File: config.mk
export PLATFORM = sky130hd
export DESIGN_NAME = fetch_top
export DESIGN_NICKNAME = d
export VERILOG_FILES = /design/src/common/obi_pkg.sv /design/src/common/core_pkg.sv /design/src/hw/fetch_top.sv /design/src/hw/if_id_reg.sv /design/src/fetch/fetch_ctrl.sv /design/src/hw/pc_gen.sv
export SDC_FILE = /design/constraint.sdc
export NUM_CORES = 1
export LEC_CHECK = 0
export BUFFER_PORTS_ARGS = -buffer_cell sky130_fd_sc_hd__buf_2
export CAP_MARGIN = 25
export CORE_MARGIN = 2
export CORE_UTILIZATION = 48
export DETAILED_ROUTE_END_ITERATION = 16
export GPL_ROUTABILITY_DRIVEN = 0
export PLACE_DENSITY = 0.71
export SLEW_MARGIN = 20
export SYNTH_ARGS = -nofsm -noshare
export SYNTH_HDL_FRONTEND = slang
export SYNTH_SLANG_ARGS = --single-unit
export TNS_END_PERCENT = 5
File: constraint.sdc
create_clock -name clk -period 3.95 [get_ports clk]
set_input_delay 0.1975 -clock clk [delete_from_list [all_inputs] [get_ports clk]]
set_output_delay 0.1975 -clock clk [all_outputs]
set_load 0.05 [all_outputs]
File: src/common/obi_pkg.sv
// OBI style read-only request and response; no error signalling, writes never issued
package obi_pkg;

    // byte address on the memory bus
    typedef logic [31:0] bus_addr_t;

    // read data returned with rvalid
    typedef logic [31:0] bus_data_t;

    // all four byte lanes, fetch always reads a full word
    localparam logic [3:0] BE_WORD = 4'b1111;

    // master to memory
    // we stays 0 and be stays BE_WORD for instruction fetch
    typedef struct packed {
        logic      req;
        bus_addr_t addr;
        logic      we;
        logic [3:0] be;
    } obi_req_t;

    // memory to master
    typedef struct packed {
        logic      gnt;
        logic      rvalid;
        bus_data_t rdata;
    } obi_rsp_t;

endpackage

File: src/common/core_pkg.sv
// fetch side types for a 32-bit core; word aligned fetch only, no compressed instructions
package core_pkg;

    // instruction address as seen by the core
    typedef logic [31:0] addr_t;

    // raw 32-bit instruction word
    typedef logic [31:0] instr_t;

    // addi x0, x0, 0
    // shown to decode whenever nothing valid is present
    localparam instr_t NOP_INSTR = 32'h0000_0013;

    // byte distance between sequential fetches
    localparam addr_t FETCH_STEP = 32'd4;

    // one fetched instruction headed for decode
    // valid low means pc and instr carry no meaning,
    // except instr reading as NOP once it passes the pipeline register
    typedef struct packed {
        logic   valid;
        addr_t  pc;
        instr_t instr;
    } fetch_out_t;

    // value held by the pipeline register after reset or flush
    localparam fetch_out_t FETCH_EMPTY = '{
        valid: 1'b0,
        pc:    '0,
        instr: NOP_INSTR
    };

endpackage
File: src/hw/fetch_top.sv
// fetch front end top; instruction memory must follow OBI req/gnt/rvalid with in-order data
`timescale 1ns/1ns

module fetch_top #(
    parameter core_pkg::addr_t BOOT_ADDR = 32'h0000_0080
) (
    input  logic                 clk,
    input  logic                 reset,
    // decode stall
    input  logic                 stall_i,
    // redirect strobe and its target
    input  logic                 redirect_i,
    input  core_pkg::addr_t      redirect_pc_i,
    // instruction memory bus
    output obi_pkg::obi_req_t    obi_req_o,
    input  obi_pkg::obi_rsp_t    obi_rsp_i,
    // to decode
    output core_pkg::fetch_out_t id_o,
    output logic                 stall_gnt_o,
    output logic                 stall_rvalid_o
);
    import core_pkg::*;

    // current fetch address
    addr_t      pc;
    // granted request, step the pc
    logic       pc_take;
    // instruction leaving fetch
    fetch_out_t fetch;

    // address source
    pc_gen #(
        .BOOT_ADDR(BOOT_ADDR)
    ) u_pc_gen (
        .clk          (clk),
        .reset        (reset),
        .pc_take_i    (pc_take),
        .redirect_i   (redirect_i),
        .redirect_pc_i(redirect_pc_i),
        .pc_o         (pc)
    );

    // bus master
    fetch_ctrl u_fetch_ctrl (
        .clk           (clk),
        .reset         (reset),
        .pc_i          (pc),
        .stall_i       (stall_i),
        .redirect_i    (redirect_i),
        .obi_req_o     (obi_req_o),
        .obi_rsp_i     (obi_rsp_i),
        .pc_take_o     (pc_take),
        .fetch_o       (fetch),
        .stall_gnt_o   (stall_gnt_o),
        .stall_rvalid_o(stall_rvalid_o)
    );

    // redirect doubles as the flush
    if_id_reg u_if_id_reg (
        .clk    (clk),
        .reset  (reset),
        .stall_i(stall_i),
        .flush_i(redirect_i),
        .fetch_i(fetch),
        .id_o   (id_o)
    );

endmodule

File: src/hw/if_id_reg.sv
// fetch/decode register; flush beats stall, an empty slot always reads as NOP
`timescale 1ns/1ns

module if_id_reg (
    input  logic                 clk,
    input  logic                 reset,
    // decode not ready, keep current entry
    input  logic                 stall_i,
    // redirect, empty the slot
    input  logic                 flush_i,
    input  core_pkg::fetch_out_t fetch_i,
    output core_pkg::fetch_out_t id_o
);
    import core_pkg::*;

    fetch_out_t id_q;

    // entry as it would be loaded
    fetch_out_t id_d;

    // bubble never carries a stale word
    always_comb begin
        id_d.valid = fetch_i.valid;
        id_d.pc    = fetch_i.pc;
        if (fetch_i.valid) begin
            id_d.instr = fetch_i.instr;
        end else begin
            id_d.instr = NOP_INSTR;
        end
    end

    always_ff @(posedge clk) begin
        if (reset || flush_i) begin
            // empty slot, decode sees a NOP
            id_q <= FETCH_EMPTY;
        end else if (!stall_i) begin
            id_q <= id_d;
        end
        // stall keeps id_q as is
    end

    // one cycle behind fetch_i
    assign id_o = id_q;

endmodule

File: src/fetch/fetch_ctrl.sv
// OBI read master for fetch; one request in flight plus a chained one on rvalid, one held word
`timescale 1ns/1ns

module fetch_ctrl (
    input  logic                 clk,
    input  logic                 reset,
    input  core_pkg::addr_t      pc_i,
    input  logic                 stall_i,
    input  logic                 redirect_i,
    output obi_pkg::obi_req_t    obi_req_o,
    input  obi_pkg::obi_rsp_t    obi_rsp_i,
    output logic                 pc_take_o,
    output core_pkg::fetch_out_t fetch_o,
    output logic                 stall_gnt_o,
    output logic                 stall_rvalid_o
);
    import core_pkg::*;
    import obi_pkg::*;

    typedef enum logic [1:0] {
        IDLE,
        WAIT_GNT,
        WAIT_RVALID
    } state_t;

    state_t    state_q;
    state_t    state_d;

    // set one cycle after reset, keeps req low through reset
    logic      run_q;
    // pending request in WAIT_GNT belongs to a path left by redirect
    logic      stale_q;
    // response of the granted request is to be thrown away
    logic      drop_q;
    // address of a request still waiting for its grant
    bus_addr_t pend_addr_q;
    // pc of the granted request, paired with its rdata
    addr_t     inflight_pc_q;

    // word that came back while decode was stalled
    logic      hold_valid_q;
    addr_t     hold_pc_q;
    instr_t    hold_instr_q;

    logic      rsp_here;
    logic      rsp_keep;
    logic      new_req;
    logic      req;
    logic      gnt_ok;
    logic      granted_stale;
    bus_addr_t req_addr;

    // data for the outstanding request
    assign rsp_here = (state_q == WAIT_RVALID) && obi_rsp_i.rvalid;

    // old path or flushed right now
    assign rsp_keep = rsp_here && !drop_q && !redirect_i;

    // fresh request from idle, or chained in the data cycle
    // none during stall, none on the redirect cycle itself
    assign new_req = run_q && !stall_i && !redirect_i
                     && ((state_q == IDLE) || rsp_here);

    // once raised, req stays up until gnt regardless of stall
    assign req = (state_q == WAIT_GNT) || new_req;

    // pending request keeps its address, even across a redirect
    assign req_addr = (state_q == WAIT_GNT) ? pend_addr_q : pc_i;

    assign gnt_ok = req && obi_rsp_i.gnt;

    // grant for an address the pc has already moved away from
    assign granted_stale = (state_q == WAIT_GNT) && stale_q;

    // advance pc only when the granted address is the live one
    assign pc_take_o = gnt_ok && !granted_stale;

    // next state
    always_comb begin
        state_d = state_q;
        case (state_q)
            IDLE: begin
                if (req) begin
                    state_d = obi_rsp_i.gnt ? WAIT_RVALID : WAIT_GNT;
                end
            end
            WAIT_GNT: begin
                if (obi_rsp_i.gnt) begin
                    state_d = WAIT_RVALID;
                end
            end
            WAIT_RVALID: begin
                if (obi_rsp_i.rvalid) begin
                    // chain the next fetch if allowed
                    if (req) begin
                        state_d = obi_rsp_i.gnt ? WAIT_RVALID : WAIT_GNT;
                    end else begin
                        state_d = IDLE;
                    end
                end
            end
            default: begin
                state_d = IDLE;
            end
        endcase
    end

    // control state
    always_ff @(posedge clk) begin
        if (reset) begin
            state_q      <= IDLE;
            run_q        <= 1'b0;
            stale_q      <= 1'b0;
            drop_q       <= 1'b0;
            hold_valid_q <= 1'b0;
        end else begin
            state_q <= state_d;
            run_q   <= 1'b1;

            // only meaningful while staying in WAIT_GNT
            stale_q <= (state_q == WAIT_GNT) && (state_d == WAIT_GNT)
                       && (stale_q || redirect_i);

            // every grant decides the fate of its own response
            if (gnt_ok) begin
                drop_q <= granted_stale || redirect_i;
            end else if (redirect_i) begin
                drop_q <= 1'b1;
            end

            // hold empties when shown or flushed
            if (redirect_i || !stall_i) begin
                hold_valid_q <= 1'b0;
            end else if (rsp_keep) begin
                hold_valid_q <= 1'b1;
            end
        end
    end

    // address and data capture
    always_ff @(posedge clk) begin
        // first cycle of a request that missed its grant
        if (req && !obi_rsp_i.gnt && (state_q != WAIT_GNT)) begin
            pend_addr_q <= pc_i;
        end
        if (gnt_ok) begin
            inflight_pc_q <= req_addr;
        end
        if (rsp_keep && stall_i) begin
            hold_pc_q    <= inflight_pc_q;
            hold_instr_q <= obi_rsp_i.rdata;
        end
    end

    // bus request, read only
    always_comb begin
        obi_req_o.req  = req;
        obi_req_o.addr = req_addr;
        obi_req_o.we   = 1'b0;
        obi_req_o.be   = BE_WORD;
    end

    // held word goes first, nothing else can return in that cycle
    always_comb begin
        if (hold_valid_q) begin
            fetch_o.valid = !stall_i && !redirect_i;
            fetch_o.pc    = hold_pc_q;
            fetch_o.instr = hold_instr_q;
        end else begin
            fetch_o.valid = rsp_keep && !stall_i;
            fetch_o.pc    = inflight_pc_q;
            fetch_o.instr = obi_rsp_i.rdata;
        end
    end

    // request up without gnt
    assign stall_gnt_o = req && !obi_rsp_i.gnt;

    // granted, data not back yet
    assign stall_rvalid_o = (state_q == WAIT_RVALID) && !obi_rsp_i.rvalid;

endmodule

File: src/hw/pc_gen.sv
// fetch PC register; BOOT_ADDR must be word aligned, redirect targets are taken as given
`timescale 1ns/1ns

module pc_gen #(
    parameter core_pkg::addr_t BOOT_ADDR = 32'h0000_0080
) (
    input  logic            clk,
    input  logic            reset,
    // pulse from fetch_ctrl when a fresh request is granted
    input  logic            pc_take_i,
    // redirect from a later stage
    input  logic            redirect_i,
    input  core_pkg::addr_t redirect_pc_i,
    output core_pkg::addr_t pc_o
);
    import core_pkg::*;

    // address of the next word to request
    addr_t pc_q;

    // sequential successor
    addr_t pc_seq;

    // one word ahead of the current pc
    assign pc_seq = pc_q + FETCH_STEP;

    always_ff @(posedge clk) begin
        if (reset) begin
            // restart at the boot vector
            pc_q <= BOOT_ADDR;
        end else if (redirect_i) begin
            // redirect wins over a same-cycle grant
            // that grant belonged to the old path
            pc_q <= redirect_pc_i;
        end else if (pc_take_i) begin
            // request for pc_q accepted by memory
            pc_q <= pc_seq;
        end
    end

    // only source of fetch addresses
    assign pc_o = pc_q;

endmodule

# Yosys cells after proc, flatten, opt, wreduce, memory -nomap -nowiden
# Index checks and enable logic that the tools add are counted.
# classes
n_addsub	1
n_eq_ne	4
n_mux	14
n_reduce_logical	33
# op_table
operator	count
two-way mux 32 bit	4
two-way mux 65 bit	1
adder 32 x 3 -> 32 bit, second input constant	1
logical AND 1 bit	17
two-way mux 2 bit	5
logical NOT 1 bit	6
logical OR 1 bit	6
one-hot mux 2 bit (3 select lines)	1
equality test 2 x 1 -> 1 bit, second input constant	2
nonzero test 2 bit	2
two-way mux 1 bit	3
equality test 2 bit, second input constant	1
logical NOT 2 bit	1
inequality test 2 x 1 -> 1 bit, second input constant	1
OR reduction 2 bit	1
# word_totals
regBits	231
in_bits	70
output_inout_bits	105
wordCells	65

# Depth between registers and ports, before layout
# Gate-level depths: netlist (run 1).
# logic_depth
word_depth	11
depth_mapped	7
ltp_nobuf	6

# By module
# From an unflattened synthesis (run 1), not the netlist that was laid out.
# hier_totals
hier_cells	760
hier_area_um2	9875.7
# modules_own_cells
mod	instances	cells_each	area_per_inst_um2	seq_area_each_um2
fetch_ctrl	1	277	5464.0	3963.8
if_id_reg	1	250	2491.1	1301.2
pc_gen	1	233	1920.6	640.6

# Least setup slack after synthesis (run 1)
# Ideal clock, no wire load.
# synth_timing
kind	register to register
start	register u_fetch_ctrl.state_q[0]
end	register u_fetch_ctrl.pend_addr_q[0] (enable)
setup_time_ns	0.461
arrival_time_ns	3.196
required_ns	3.489
slack_ns	0.293
stages_incl_launch_ff	5
path_buffers	2
period_less_slack_ns	3.657
path_cell_list	dfxtp_1 nor2b_1 clkbuf_1 clkbuf_1 nor3_1
# synth_between
elab_chain_len	7
word_cells_on_any_way	10
classes_between	eq/ne (3); reduce/logical (7)
# synth_rtl
element	line_no	rtl
start: declaration	fetch_ctrl.sv:26	state_t state_q;
start signal: assignment	fetch_ctrl.sv:117	state_q <= state_d;
equality test 2 bit	fetch_ctrl.sv:54	assign rsp_here = (state_q == WAIT_RVALID) && obi_rsp_i.rvalid;
logical AND 1 bit	fetch_ctrl.sv:54	
logical OR 1 bit	fetch_ctrl.sv:62	&& ((state_q == IDLE) || rsp_here);
logical AND 1 bit	fetch_ctrl.sv:62	
logical OR 1 bit	fetch_ctrl.sv:65	assign req = (state_q == WAIT_GNT) || new_req;
logical AND 1 bit	fetch_ctrl.sv:143	if (req && !obi_rsp_i.gnt && (state_q != WAIT_GNT)) begin
logical AND 1 bit *	fetch_ctrl.sv:143	
end signal: assignment	fetch_ctrl.sv:144	pend_addr_q <= pc_i;
end: declaration	fetch_ctrl.sv:36	bus_addr_t pend_addr_q;
# Mark *: on every way between the ends. The rest lies on a longest branch, timed or not.
# A chain may end at the register's enable or synchronous reset.

==> flow_metrics.env, run 1 <==
export IMPL_required_ns=3.75
export IMPL_setup_tns_final_ns=0
export IMPL_rr_endpoint="u_pc_gen.pc_o[2]$_SDFFE_PP0N_"
export IMPL_setup_viol=0
export IMPL_whs_ns=0.0250
export IMPL_holdPathStages=3
export IMPL_async_flop_share_pct=0
export IMPL_core_um2=18600
export IMPL_timing_final_ws_setup_ns=1.21
export IMPL_firstDrtPassIters=4
export IMPL_fillers=1449
export IMPL_finalCriticalPeriod_ns=2.74
export IMPL_syn_area_um2=9040
export IMPL_crit_fanout=22
export IMPL_reg2regPathDepth=6
export IMPL_clk_path_buf_depth=3
export IMPL_arrival_ns=2.55
export IMPL_grt_max_degree=69
export IMPL_finalClockSkew_ns=0.0101
export IMPL_multiInputGateArea_um2=2910
export IMPL_max_cap_viol_count=0
export IMPL_final_layout_size_suffix_gt1_share_pct=26.3
export IMPL_ys_flop_type="edfxtp_1"
export IMPL_grt_pass1_wl_um=31700
export IMPL_tightest_slew_ns=0.790
export IMPL_num_rows=50
export IMPL_postRouteAntennaNets=0
export IMPL_grt_usage_pct=19.8
export IMPL_fp_dieW_um=141
export IMPL_cts_max_level=1
export IMPL_p_leak_uw=0.00427
export IMPL_start_util_pct=48.7
export IMPL_post_cts_resized=0
export IMPL_rsz0062_at_grt="false"
export IMPL_io_buffers=169
export IMPL_vias_per_cell=5.23
export IMPL_slew_headroom_pct=47.2
export IMPL_min_from="redirect_pc_i[13]"
export IMPL_finalWirelength_um=20100
export IMPL_cts_inserted_buffers=24
export IMPL_syn_inst=744
export IMPL_die_y_um=141
export IMPL_ys_types=40
export IMPL_clk_pin_slew_ns=0.06
export IMPL_seq_area_um2=5910
export IMPL_synth_seq_area_share_pct=65.3
export IMPL_io_pins=175
export IMPL_hpwlAfterDp_um=13200
export IMPL_dieArea_um2=20000
export IMPL_min_period_over_period_pct=69.5
export IMPL_ir_drop_uv=274
export IMPL_status="complete, no violations"
export IMPL_rr_startpoint="u_fetch_ctrl.state_q[0]$_SDFF_PP0_"
export IMPL_synth_edff_count=128
export IMPL_whs_endpoint="u_pc_gen.pc_o[13]$_SDFFE_PP0N_"
export IMPL_vias=6357
export IMPL_drt_initial_drc_count=310
export IMPL_syn_to_final_growth_pct=27.2
export IMPL_antenna_found_initial=1
export IMPL_r2r_slack_ns=1.42
export IMPL_fin_nets=1032
export IMPL_drv_slew=0
export IMPL_root_buffer="clkbuf_16"
export IMPL_gr_total_overflow=0
export IMPL_cp_end_kind="output port"
export IMPL_cts_tree="done"
export IMPL_fmax_ghz=0.364
export IMPL_hold_class="input pin to flip-flop"
export IMPL_avgRoutedWirePerCell_um=16.5
export IMPL_synth_area_per_cell_um2=12.2
export IMPL_hold_viol=0
export IMPL_ys_warn_count=0
export IMPL_pre_cts_slack_ns=1.39
export IMPL_clk_latency_ns=0.51
export IMPL_crit_path_start_kind="flip-flop"
export IMPL_p_per_area_nw_per_um2=466
export IMPL_cts_sinks=231
export IMPL_synth_seq_cells=231
export IMPL_route_detailed_drc=0
export IMPL_worstSetupPathType="flip-flop to output port"
export IMPL_grt_pass1_vias=6062
[Yosys cell counts (3+ instances only)]
cell type / number / area [um2]
buf_4: 6 / 45.0
and3_1: 3 / 18.8
mux2i_1: 63 / 631
xnor2_1: 26 / 228
and4_1: 5 / 43.8
and2_1: 4 / 25.0
mux2_2: 32 / 360
nand4_1: 7 / 43.8
nor3_1: 13 / 65.1
nand2_1: 49 / 184
nor4_1: 16 / 100
a211oi_1: 15 / 113
nand3_1: 10 / 50.1
clkbuf_1: 37 / 139
inv_1: 9 / 33.8
o22a_1: 3 / 26.3
edfxtp_1: 128 / 3840
buf_1: 6 / 22.5
o21ai_0: 47 / 235
a21oi_1: 43 / 215
nor2_1: 92 / 345
a311oi_1: 3 / 26.3
dfxtp_1: 103 / 2060
[worst max path at each step]
stage,startpoint,endpoint,slack [ns]
2_1_floorplan,u_fetch_ctrl.state_q[0]$_SDFF_PP0_,u_fetch_ctrl.pend_addr_q[0]$_DFFE_PP_,0.29
4_1_cts,u_fetch_ctrl.state_q[0]$_SDFF_PP0_,obi_req_o[26],1.19
5_1_grt,u_fetch_ctrl.state_q[0]$_SDFF_PP0_,obi_req_o[26],1.07
6_report,u_fetch_ctrl.state_q[0]$_SDFF_PP0_,obi_req_o[26],1.21
3_5_place_dp,redirect_i,u_fetch_ctrl.pend_addr_q[10]$_DFFE_PP_,1.39
3_3_place_gp,redirect_i,u_fetch_ctrl.pend_addr_q[5]$_DFFE_PP_,1.46
[metal layers]
metal | global-route usage [%] | wire, um | share of wire, % | vias up
met5 | 0 | 0 | 0 | -
met4 | 5.58 | 340 | 1.7 | 0
met3 | 3.10 | 1160 | 5.8 | 31
met2 | 32.3 | 9370 | 47 | 200
met1 | 27.8 | 9230 | 46 | 3016
li1 | - | - | - | 3110
[critical path, stage by stage, from the launching register on]
cell	delay (ns)
dfxtp_1	0.46
nor2b_4	0.54
buf_4	0.39
mux2_2	0.42
buf_2	0.22
[power by group]
group | internal (uW) | total (uW) | switching, uW
Sequential | 2590 | 2640 | 45.6
Clock | 1380 | 2280 | 895
Combinational | 159 | 453 | 293
Total | 4130 | 5370 | 1230
[what timing repair did]
item / 4_1_cts / 5_1_grt
hold buffers: 59 / 0
hold endpoints to repair: 81 / 0
setup buffers: 0 / 0
endpoints found under the setup margin: 0 / 0
[cell families (layout without fill, tap and decap cells)]
kind of cell | Yosys count | after routing | synth area share [%]
XOR/XNOR | 26 | 26 | 2.52
buffers and inverters | 61 | 293 | 2.96
other | 2 | 7 | 0.0830
multiplexers | 95 | 95 | 11.0
flip-flops | 231 | 231 | 65.3
AO/OA/AOI/OAI | 117 | 117 | 7.37
adder cells (fa/ha/maj) | 1 | 1 | 0.138
AND/OR/NAND/NOR | 211 | 211 | 10.7
[registers in the layout, indices dropped and copies added, names as in the netlist]
| name | count |
|---|---|
| u_if_id_reg.id_o | 65 |
| u_fetch_ctrl.hold_instr_q | 32 |
| u_fetch_ctrl.hold_pc_q | 32 |
| u_fetch_ctrl.inflight_pc_q | 32 |
| u_fetch_ctrl.pend_addr_q | 32 |
| u_pc_gen.pc_o | 32 |
| u_fetch_ctrl.state_q | 2 |
| u_fetch_ctrl.drop_q | 1 |
| u_fetch_ctrl.hold_valid_q | 1 |
| u_fetch_ctrl.run_q | 1 |
| u_fetch_ctrl.stale_q | 1 |
[final cells by class]
class                           instances  share of cell area [%]
Sequential cell                       231                    51.4
Tap cell                              234                    2.55
Inverter                                9                   0.294
Clock buffer                           32                    6.11
Timing Repair Buffer                  240                    13.3
Clock inverter                         12                   0.968
Antenna cell                            2                  0.0435
Multi-Input combinational cell        455                    25.3
[cell usage in the layout, fill, tap and decap left out, types with 4 or more instances in the layout]
| cell | count |
|---|---|
| buf_2 | 169 |
| edfxtp_1 | 128 |
| dfxtp_1 | 102 |
| nor2_1 | 92 |
| mux2i_1 | 63 |
| dlygate4sd3_1 | 59 |
| nand2_1 | 49 |
| o21ai_0 | 46 |
| a21oi_1 | 43 |
| mux2_2 | 32 |
| xnor2_1 | 26 |
| clkbuf_16 | 26 |
| nor4_1 | 16 |
| a211oi_1 | 15 |
| nor3_1 | 12 |
| buf_4 | 11 |
| nand3_1 | 10 |
| inv_1 | 9 |
| nand4_1 | 7 |
| and4_1 | 5 |
| conb_1 | 5 |
| clkinv_1 | 4 |
| clkinv_2 | 4 |
[stage by stage]
step	utilization, %	instance area (um2)	std cells	power, uW
after floorplan	-	9060	747	2970
after global placement	54.2	10100	1109	3090
after detailed placement	54.3	10100	1110	3090
after CTS	61.9	11500	1213	5410
after global routing	61.9	11500	1214	5550
final	61.9	11500	1215	5370
(Power assumes the default switching activity.)
==> run 2, diff against run 1 <==
--- a/config.mk
+++ b/config.mk
@@ -5,13 +5,14 @@
 export SDC_FILE = /design/constraint.sdc
 export NUM_CORES = 1
 export LEC_CHECK = 0
+export ABC_AREA = 1
 export BUFFER_PORTS_ARGS = -buffer_cell sky130_fd_sc_hd__buf_2
 export CAP_MARGIN = 25
 export CORE_MARGIN = 2
 export CORE_UTILIZATION = 48
 export DETAILED_ROUTE_END_ITERATION = 16
 export GPL_ROUTABILITY_DRIVEN = 0
-export PLACE_DENSITY = 0.71
+export PLACE_DENSITY = 0.73
 export SLEW_MARGIN = 20
 export SYNTH_ARGS = -nofsm -noshare
 export SYNTH_HDL_FRONTEND = slang
==> constraint.sdc (replaced) <==
create_clock -name clk -period 2.3 [get_ports clk]
set_input_delay 0.115 -clock clk [delete_from_list [all_inputs] [get_ports clk]]
set_output_delay 0.115 -clock clk [all_outputs]
set_load 0.05 [all_outputs]
==> flow_metrics.env, run 2 <==
export IMPL_grt_pass1_vias=7162
export IMPL_root_buffer="clkbuf_16"
export IMPL_route_detailed_drc=0
export IMPL_start_util_pct=48.8
export IMPL_largest_reg_flops=65
export IMPL_r2r_slack_ns=0.24
export IMPL_grt_pass1_wl_um=36900
export IMPL_clk_pin_slew_ns=0.06
export IMPL_dpl_cell_area_um2=10600
export IMPL_final_layout_size_suffix_gt1_share_pct=19.5
export IMPL_ys_flop_type="edfxtp_1"
export IMPL_avgRoutedWirePerCell_um=15.5
export IMPL_hold_class="input pin to flip-flop"
export IMPL_required_ns=2.18
export IMPL_pre_cts_slack_ns=0.345
export IMPL_ys_types=32
export IMPL_dieArea_um2=20900
export IMPL_cts_tree="done"
export IMPL_finalWirelength_um=23400
export IMPL_seqPwrFrac_pct=47.3
export IMPL_synth_most_common_cell="nand2_1"
export IMPL_syn_area_um2=9500
export IMPL_final_cell_mix="291 x nand2_1, 169 x buf_2, 128 x edfxtp_1"
export IMPL_min_from="redirect_pc_i[29]"
export IMPL_clk_latency_ns=0.52
export IMPL_max_stage_delay_ns=0.43
export IMPL_cts_sinks=231
export IMPL_final_common_cell="nand2_1"
export IMPL_min_period_over_period_pct=93.7
export IMPL_cp_end_kind="output port"
export IMPL_synth_top_cell_area_share_pct=40.4
export IMPL_gr_total_overflow=0
export IMPL_ys_top_cells_by_area="edfxtp_1 40%, dfxtp_1 22%, nand2_1 11%"
export IMPL_whs_endpoint="u_pc_gen.pc_o[29]$_SDFFE_PP0N_"
export IMPL_timing_final_ws_setup_ns=0.144
export IMPL_drv_slew=0
export IMPL_io_buffers=169
export IMPL_path_cells="nor2_4 > clkbuf_8 > o21ai_0 > buf_2"
export IMPL_switching_power_uw=2250
export IMPL_slew_headroom_pct=52.6
export IMPL_p_int_uw=7380
export IMPL_synth_seq_cells=231
export IMPL_max_cap_viol_count=0
export IMPL_postRouteAntennaNets=0
export IMPL_p_clk_share_pct=43.6
export IMPL_arrival_ns=2.04
export IMPL_fmax_ghz=0.464
export IMPL_ir_drop_uv=661
export IMPL_crit_path_start_kind="flip-flop"
export IMPL_io_pins=175
export IMPL_firstDrtPassIters=6
export IMPL_crit_slowest_cell="o21ai_0"
export IMPL_rr_startpoint="u_fetch_ctrl.state_q[0]$_SDFF_PP0_"
export IMPL_synth_seq_area_share_pct=62.1
export IMPL_reg2regPathDepth=11
export IMPL_p_comb_share_pct=9.1
export IMPL_finalCriticalPeriod_ns=2.16
export IMPL_status="complete, no violations"
export IMPL_synth_area_per_cell_um2=9.46
export IMPL_fin_area_um2=12000
export IMPL_vias=7532
export IMPL_worstSetupPathType="flip-flop to output port"
export IMPL_async_flop_share_pct=0
export IMPL_crit_fanout=55
export IMPL_finalClockSkew_ns=0.0222
export IMPL_die_y_um=145
export IMPL_holdPathStages=5
export IMPL_p_per_area_nw_per_um2=800
export IMPL_tightest_slew_ns=0.711
export IMPL_vias_per_cell=4.99
export IMPL_grt_max_degree=56
export IMPL_drt_initial_drc_count=509
export IMPL_hpwlAfterDp_um=16000
export IMPL_synth_area_leader_cell="edfxtp_1"
export IMPL_synth_edff_count=128
export IMPL_synthTopCellsByCount="291 x nand2_1, 128 x edfxtp_1, 103 x dfxtp_1"
export IMPL_finalPower_uw=9630
export IMPL_cts_max_level=1
export IMPL_setup_viol=0
export IMPL_fp_dieW_um=145
export IMPL_syn_to_final_growth_pct=26.7
export IMPL_rsz0062_at_grt="false"
export IMPL_fin_nets=1295
export IMPL_grt_usage_pct=22.1
export IMPL_hold_viol=0
export IMPL_antenna_found_initial=1
export IMPL_clk_path_buf_depth=3
export IMPL_core_um2=19500
export IMPL_syn_inst=1005
export IMPL_whs_ns=0.0103
export IMPL_p_leak_uw=0.00512
export IMPL_num_rows=51
export IMPL_ys_warn_count=0
export IMPL_switching_share_pct=23.4
export IMPL_rr_endpoint="u_pc_gen.pc_o[19]$_SDFFE_PP0N_"
export IMPL_cts_inserted_buffers=24
-- run 2: changes by cell type in the layout (fill, tap and decap cells not counted), moves of 32 or more --
| cell | before | now |
|---|---|---|
| mux2_2 | 32 | 0 |
| inv_1 | 9 | 79 |
| a22oi_1 | 0 | 32 |
| mux2i_1 | 63 | 30 |
| nand2_1 | 49 | 291 |
-- run 2: worst max-delay path: cells and delay by family (launching register included) --
family / cells / cell delay (ns)
AO/OA/AOI/OAI: 1 / 0.43
flip-flops: 1 / 0.40
buffers and inverters: 2 / 0.61
AND/OR/NAND/NOR: 1 / 0.08
-- run 2: per-stage QoR --
stage               util [%]  instances  TNS (ns)
floorplan                  -       1008    -21.08
global placement        54.6       1409         0
detailed placement      54.6       1409         0
CTS                     61.8       1507         0
global route            61.9       1507         0
finish                  61.9       1508         0
-- run 2: cell type report --
cell class | count | area, um2
well taps | 265 | 332
diodes | 1 | 2.50
multi-input cells | 642 | 3070
clock buffers | 28 | 637
clock inverters | 16 | 225
fillers | 1599 | 7420
repair buffers | 241 | 1550
flip-flops and latches | 231 | 5910
inverters | 84 | 315
-- run 2: power by group through the flow --
stage,combinational [uW],sequential [uW],clock (uW)
global placement,786,4640,0
global route,947,4570,4450
CTS,868,4550,4290
detailed placement,793,4640,0
floorplan,501,4670,0
finish,872,4560,4200
-- run 2: how the worst max path moves through the flow --
| stage | start | to | slack, ns | depth (start not counted) |
|---|---|---|---|---|
| after floorplan | u_fetch_ctrl.state_q[0]$_SDFF_PP0_ | u_fetch_ctrl.pend_addr_q[0]$_DFFE_PP_ | -0.37 | 8 |
| after global placement | u_fetch_ctrl.state_q[0]$_SDFF_PP0_ | u_pc_gen.pc_o[13]$_SDFFE_PP0N_ | 0.40 | 9 |
| after detailed placement | u_fetch_ctrl.state_q[0]$_SDFF_PP0_ | u_pc_gen.pc_o[13]$_SDFFE_PP0N_ | 0.34 | 9 |
| after CTS | u_fetch_ctrl.state_q[0]$_SDFF_PP0_ | obi_req_o[36] | 0.01 | 6 |
| after global routing | u_fetch_ctrl.state_q[0]$_SDFF_PP0_ | obi_req_o[36] | 0.04 | 6 |
| final | u_fetch_ctrl.state_q[1]$_SDFF_PP0_ | obi_req_o[15] | 0.14 | 4 |
-- run 2: repair_timing --
item                                   4_1_cts  5_1_grt
setup endpoints to repair                    0       21
hold buffers                                54        0
setup buffers                                0        0
gates resized for setup                      0        3
endpoints found under the hold margin       84        0
-- run 2: kinds of logic after synthesis --
family	share of synthesized area (%)
AOI/OAI and AO/OA	9.93
xor gates and xnor gates	0.461
adders and majority gates	0.132
buffers and inverters	5.87
DFF	62.1
muxes	3.16
other	0.0790
and+or+nand+nor	18.2
-- run 2: metal layers --
metal	vias to the layer above	track usage, %	share of wire (%)	routed length [um]
li1	3771	-	-	-
met1	3453	29.9	44	10300
met2	271	37.2	47	11100
met3	37	3.82	6.9	1610
met4	0	5.52	1.7	396
met5	-	0	0	0
==> run 3, diff against run 2 <==
--- a/config.mk
+++ b/config.mk
@@ -9,10 +9,10 @@
 export BUFFER_PORTS_ARGS = -buffer_cell sky130_fd_sc_hd__buf_2
 export CAP_MARGIN = 25
 export CORE_MARGIN = 2
-export CORE_UTILIZATION = 48
+export CORE_UTILIZATION = 50
 export DETAILED_ROUTE_END_ITERATION = 16
 export GPL_ROUTABILITY_DRIVEN = 0
-export PLACE_DENSITY = 0.73
+export PLACE_DENSITY = 0.76
 export SLEW_MARGIN = 20
 export SYNTH_ARGS = -nofsm -noshare
 export SYNTH_HDL_FRONTEND = slang
==> flow_metrics.env, run 3 (synthesis gave the netlist of run 2 again) <==
export IMPL_status="complete, no violations"
export IMPL_fp_dieW_um=142
export IMPL_min_period_over_period_pct=92.3
export IMPL_crit_path_start_kind="flip-flop"
export IMPL_num_rows=50
export IMPL_antenna_cells=0
export IMPL_post_cts_buffers=0
export IMPL_antenna_found_initial=1
export IMPL_worstSetupPathType="flip-flop to output port"
export IMPL_rsz0062_at_grt="false"
export IMPL_clk_pin_slew_ns=0.06
export IMPL_pre_cts_slack_ns=0.421
export IMPL_arrival_ns=2.01
export IMPL_whs_ns=0.0157
export IMPL_die_y_um=142
export IMPL_p_per_area_nw_per_um2=763
export IMPL_path_cells="inv_2 > nor2_4 > buf_6 > nand2_1 > o21ai_0 > buf_2"
export IMPL_drt_initial_drc_count=612
export IMPL_cp_num_cells=6
export IMPL_required_ns=2.18
export IMPL_cp_top_family="buffers and inverters"
export IMPL_crit_slowest_cell="buf_2"
export IMPL_tightest_slew_ns=0.703
export IMPL_gr_total_overflow=0
export IMPL_setup_viol=0
export IMPL_hold_viol=0
export IMPL_max_stage_delay_ns=0.36
export IMPL_hpwlAfterDp_um=15800
export IMPL_route_detailed_drc=0
export IMPL_setup_tns_final_ns=0
export IMPL_cts_max_level=1
export IMPL_cts_inserted_buffers=24
export IMPL_cts_tree="done"
export IMPL_final_common_cell="nand2_1"
export IMPL_clk_path_buf_depth=3
export IMPL_finalPower_uw=9080
export IMPL_root_buffer="clkbuf_16"
export IMPL_hold_class="input pin to flip-flop"
export IMPL_io_buffers=169
export IMPL_grt_max_degree=58
export IMPL_grt_usage_pct=22.4
export IMPL_finalWirelength_um=23000
export IMPL_max_cap_viol_count=0
export IMPL_ir_drop_uv=484
export IMPL_start_util_pct=50.8
export IMPL_vias=7571
export IMPL_fmax_ghz=0.471
export IMPL_drv_slew=0
export IMPL_dieArea_um2=20100
export IMPL_firstDrtPassIters=5
export IMPL_p_leak_uw=0.00506
export IMPL_core_um2=18700
export IMPL_reg2regPathDepth=9
export IMPL_post_route_util_pct=63.6
export IMPL_crit_fanout=57
export IMPL_cp_end_kind="output port"
export IMPL_cts_sinks=231
export IMPL_path_buf_inv=3
export IMPL_slew_headroom_pct=53.1
export IMPL_grt_pass1_vias=6952
export IMPL_avgRoutedWirePerCell_um=15.6
export IMPL_grt_pass1_wl_um=36100
export IMPL_postRouteAntennaNets=0
export IMPL_syn_to_final_growth_pct=25.1
export IMPL_vias_per_cell=5.13
export IMPL_finalCriticalPeriod_ns=2.12
export IMPL_finalClockSkew_ns=0.00819
export IMPL_timing_final_ws_setup_ns=0.176
export IMPL_holdPathStages=5
export IMPL_final_cell_mix="291 x nand2_1, 169 x buf_2, 128 x edfxtp_1"
export IMPL_clk_latency_ns=0.50
export IMPL_fin_nets=1296
export IMPL_largest_reg_flops=65
export IMPL_io_pins=175
export IMPL_final_layout_size_suffix_gt1_share_pct=19.2
run 3: changes by cell type in the layout (fill, tap and decap cells not counted):
cell / delta
bufinv_16: -5
clkbuf_1: +2
dlygate4sd3_1: +2
buf_12: -1
buf_6: +1
clkbuf_8: +1
clkinvlp_4: +1
diode_2: -1
o21ai_0: +1
o21ai_1: -1
run 3: per-stage QoR:
step | std cells | cell area, um2
after global placement | 1377 | 10600
after detailed placement | 1377 | 10600
final | 1477 | 11900
after global routing | 1477 | 11900
after CTS | 1477 | 11900
after floorplan | 1008 | 9520
run 3: routing by layer:
layer | track usage (%) | up-vias | wire length, um
li1 | - | 3775 | -
met1 | 31.6 | 3459 | 10300
met2 | 35.9 | 293 | 10600
met3 | 4.05 | 42 | 1560
met4 | 6.21 | 2 | 542
met5 | 0 | - | 13
run 3: worst register-to-register path, delay by kind of cell, from the launching register on:
family	cells	cell delay, ns
buffers and inverters	4	0.67
and+or+nand+nor	5	0.54
DFF	1	0.35
run 3: final timing paths:
kind | start | endpoint | slack, ns
setup reg to reg | u_fetch_ctrl.state_q[0]$_SDFF_PP0_ | u_fetch_ctrl.pend_addr_q[27]$_DFFE_PP_ | 0.38
hold / removal | redirect_pc_i[30] | u_pc_gen.pc_o[30]$_SDFFE_PP0N_ | 0.02
setup / recovery | u_fetch_ctrl.state_q[0]$_SDFF_PP0_ | obi_req_o[14] | 0.18
hold reg to reg | u_fetch_ctrl.inflight_pc_q[17]$_DFFE_PN_ | u_fetch_ctrl.hold_pc_q[17]$_DFFE_PP_ | 0.45
run 3: area by class of cell:
type | count | area, um2
clock buffer | 32 | 672
clock inverter | 12 | 82.6
fill | 1488 | 6820
inverter | 84 | 315
multi-input combinational | 642 | 3070
sequential | 231 | 5910
tap | 234 | 293
timing repair buffer | 242 | 1550
run 3: power by group:
group	leakage, uW	switching [uW]	internal (uW)	total [uW]
Sequential	0.00201	92.2	4460	4560
Clock	0.000372	1490	2160	3650
Combinational	0.00268	599	271	870
run 3: timing repair:
| action | CTS | global route |
|---|---|---|
| resized for setup | 0 | 1 |
| endpoints found under the hold margin | 86 | 0 |
| hold buffers | 56 | 0 |
| setup endpoints to repair | 0 | 14 |
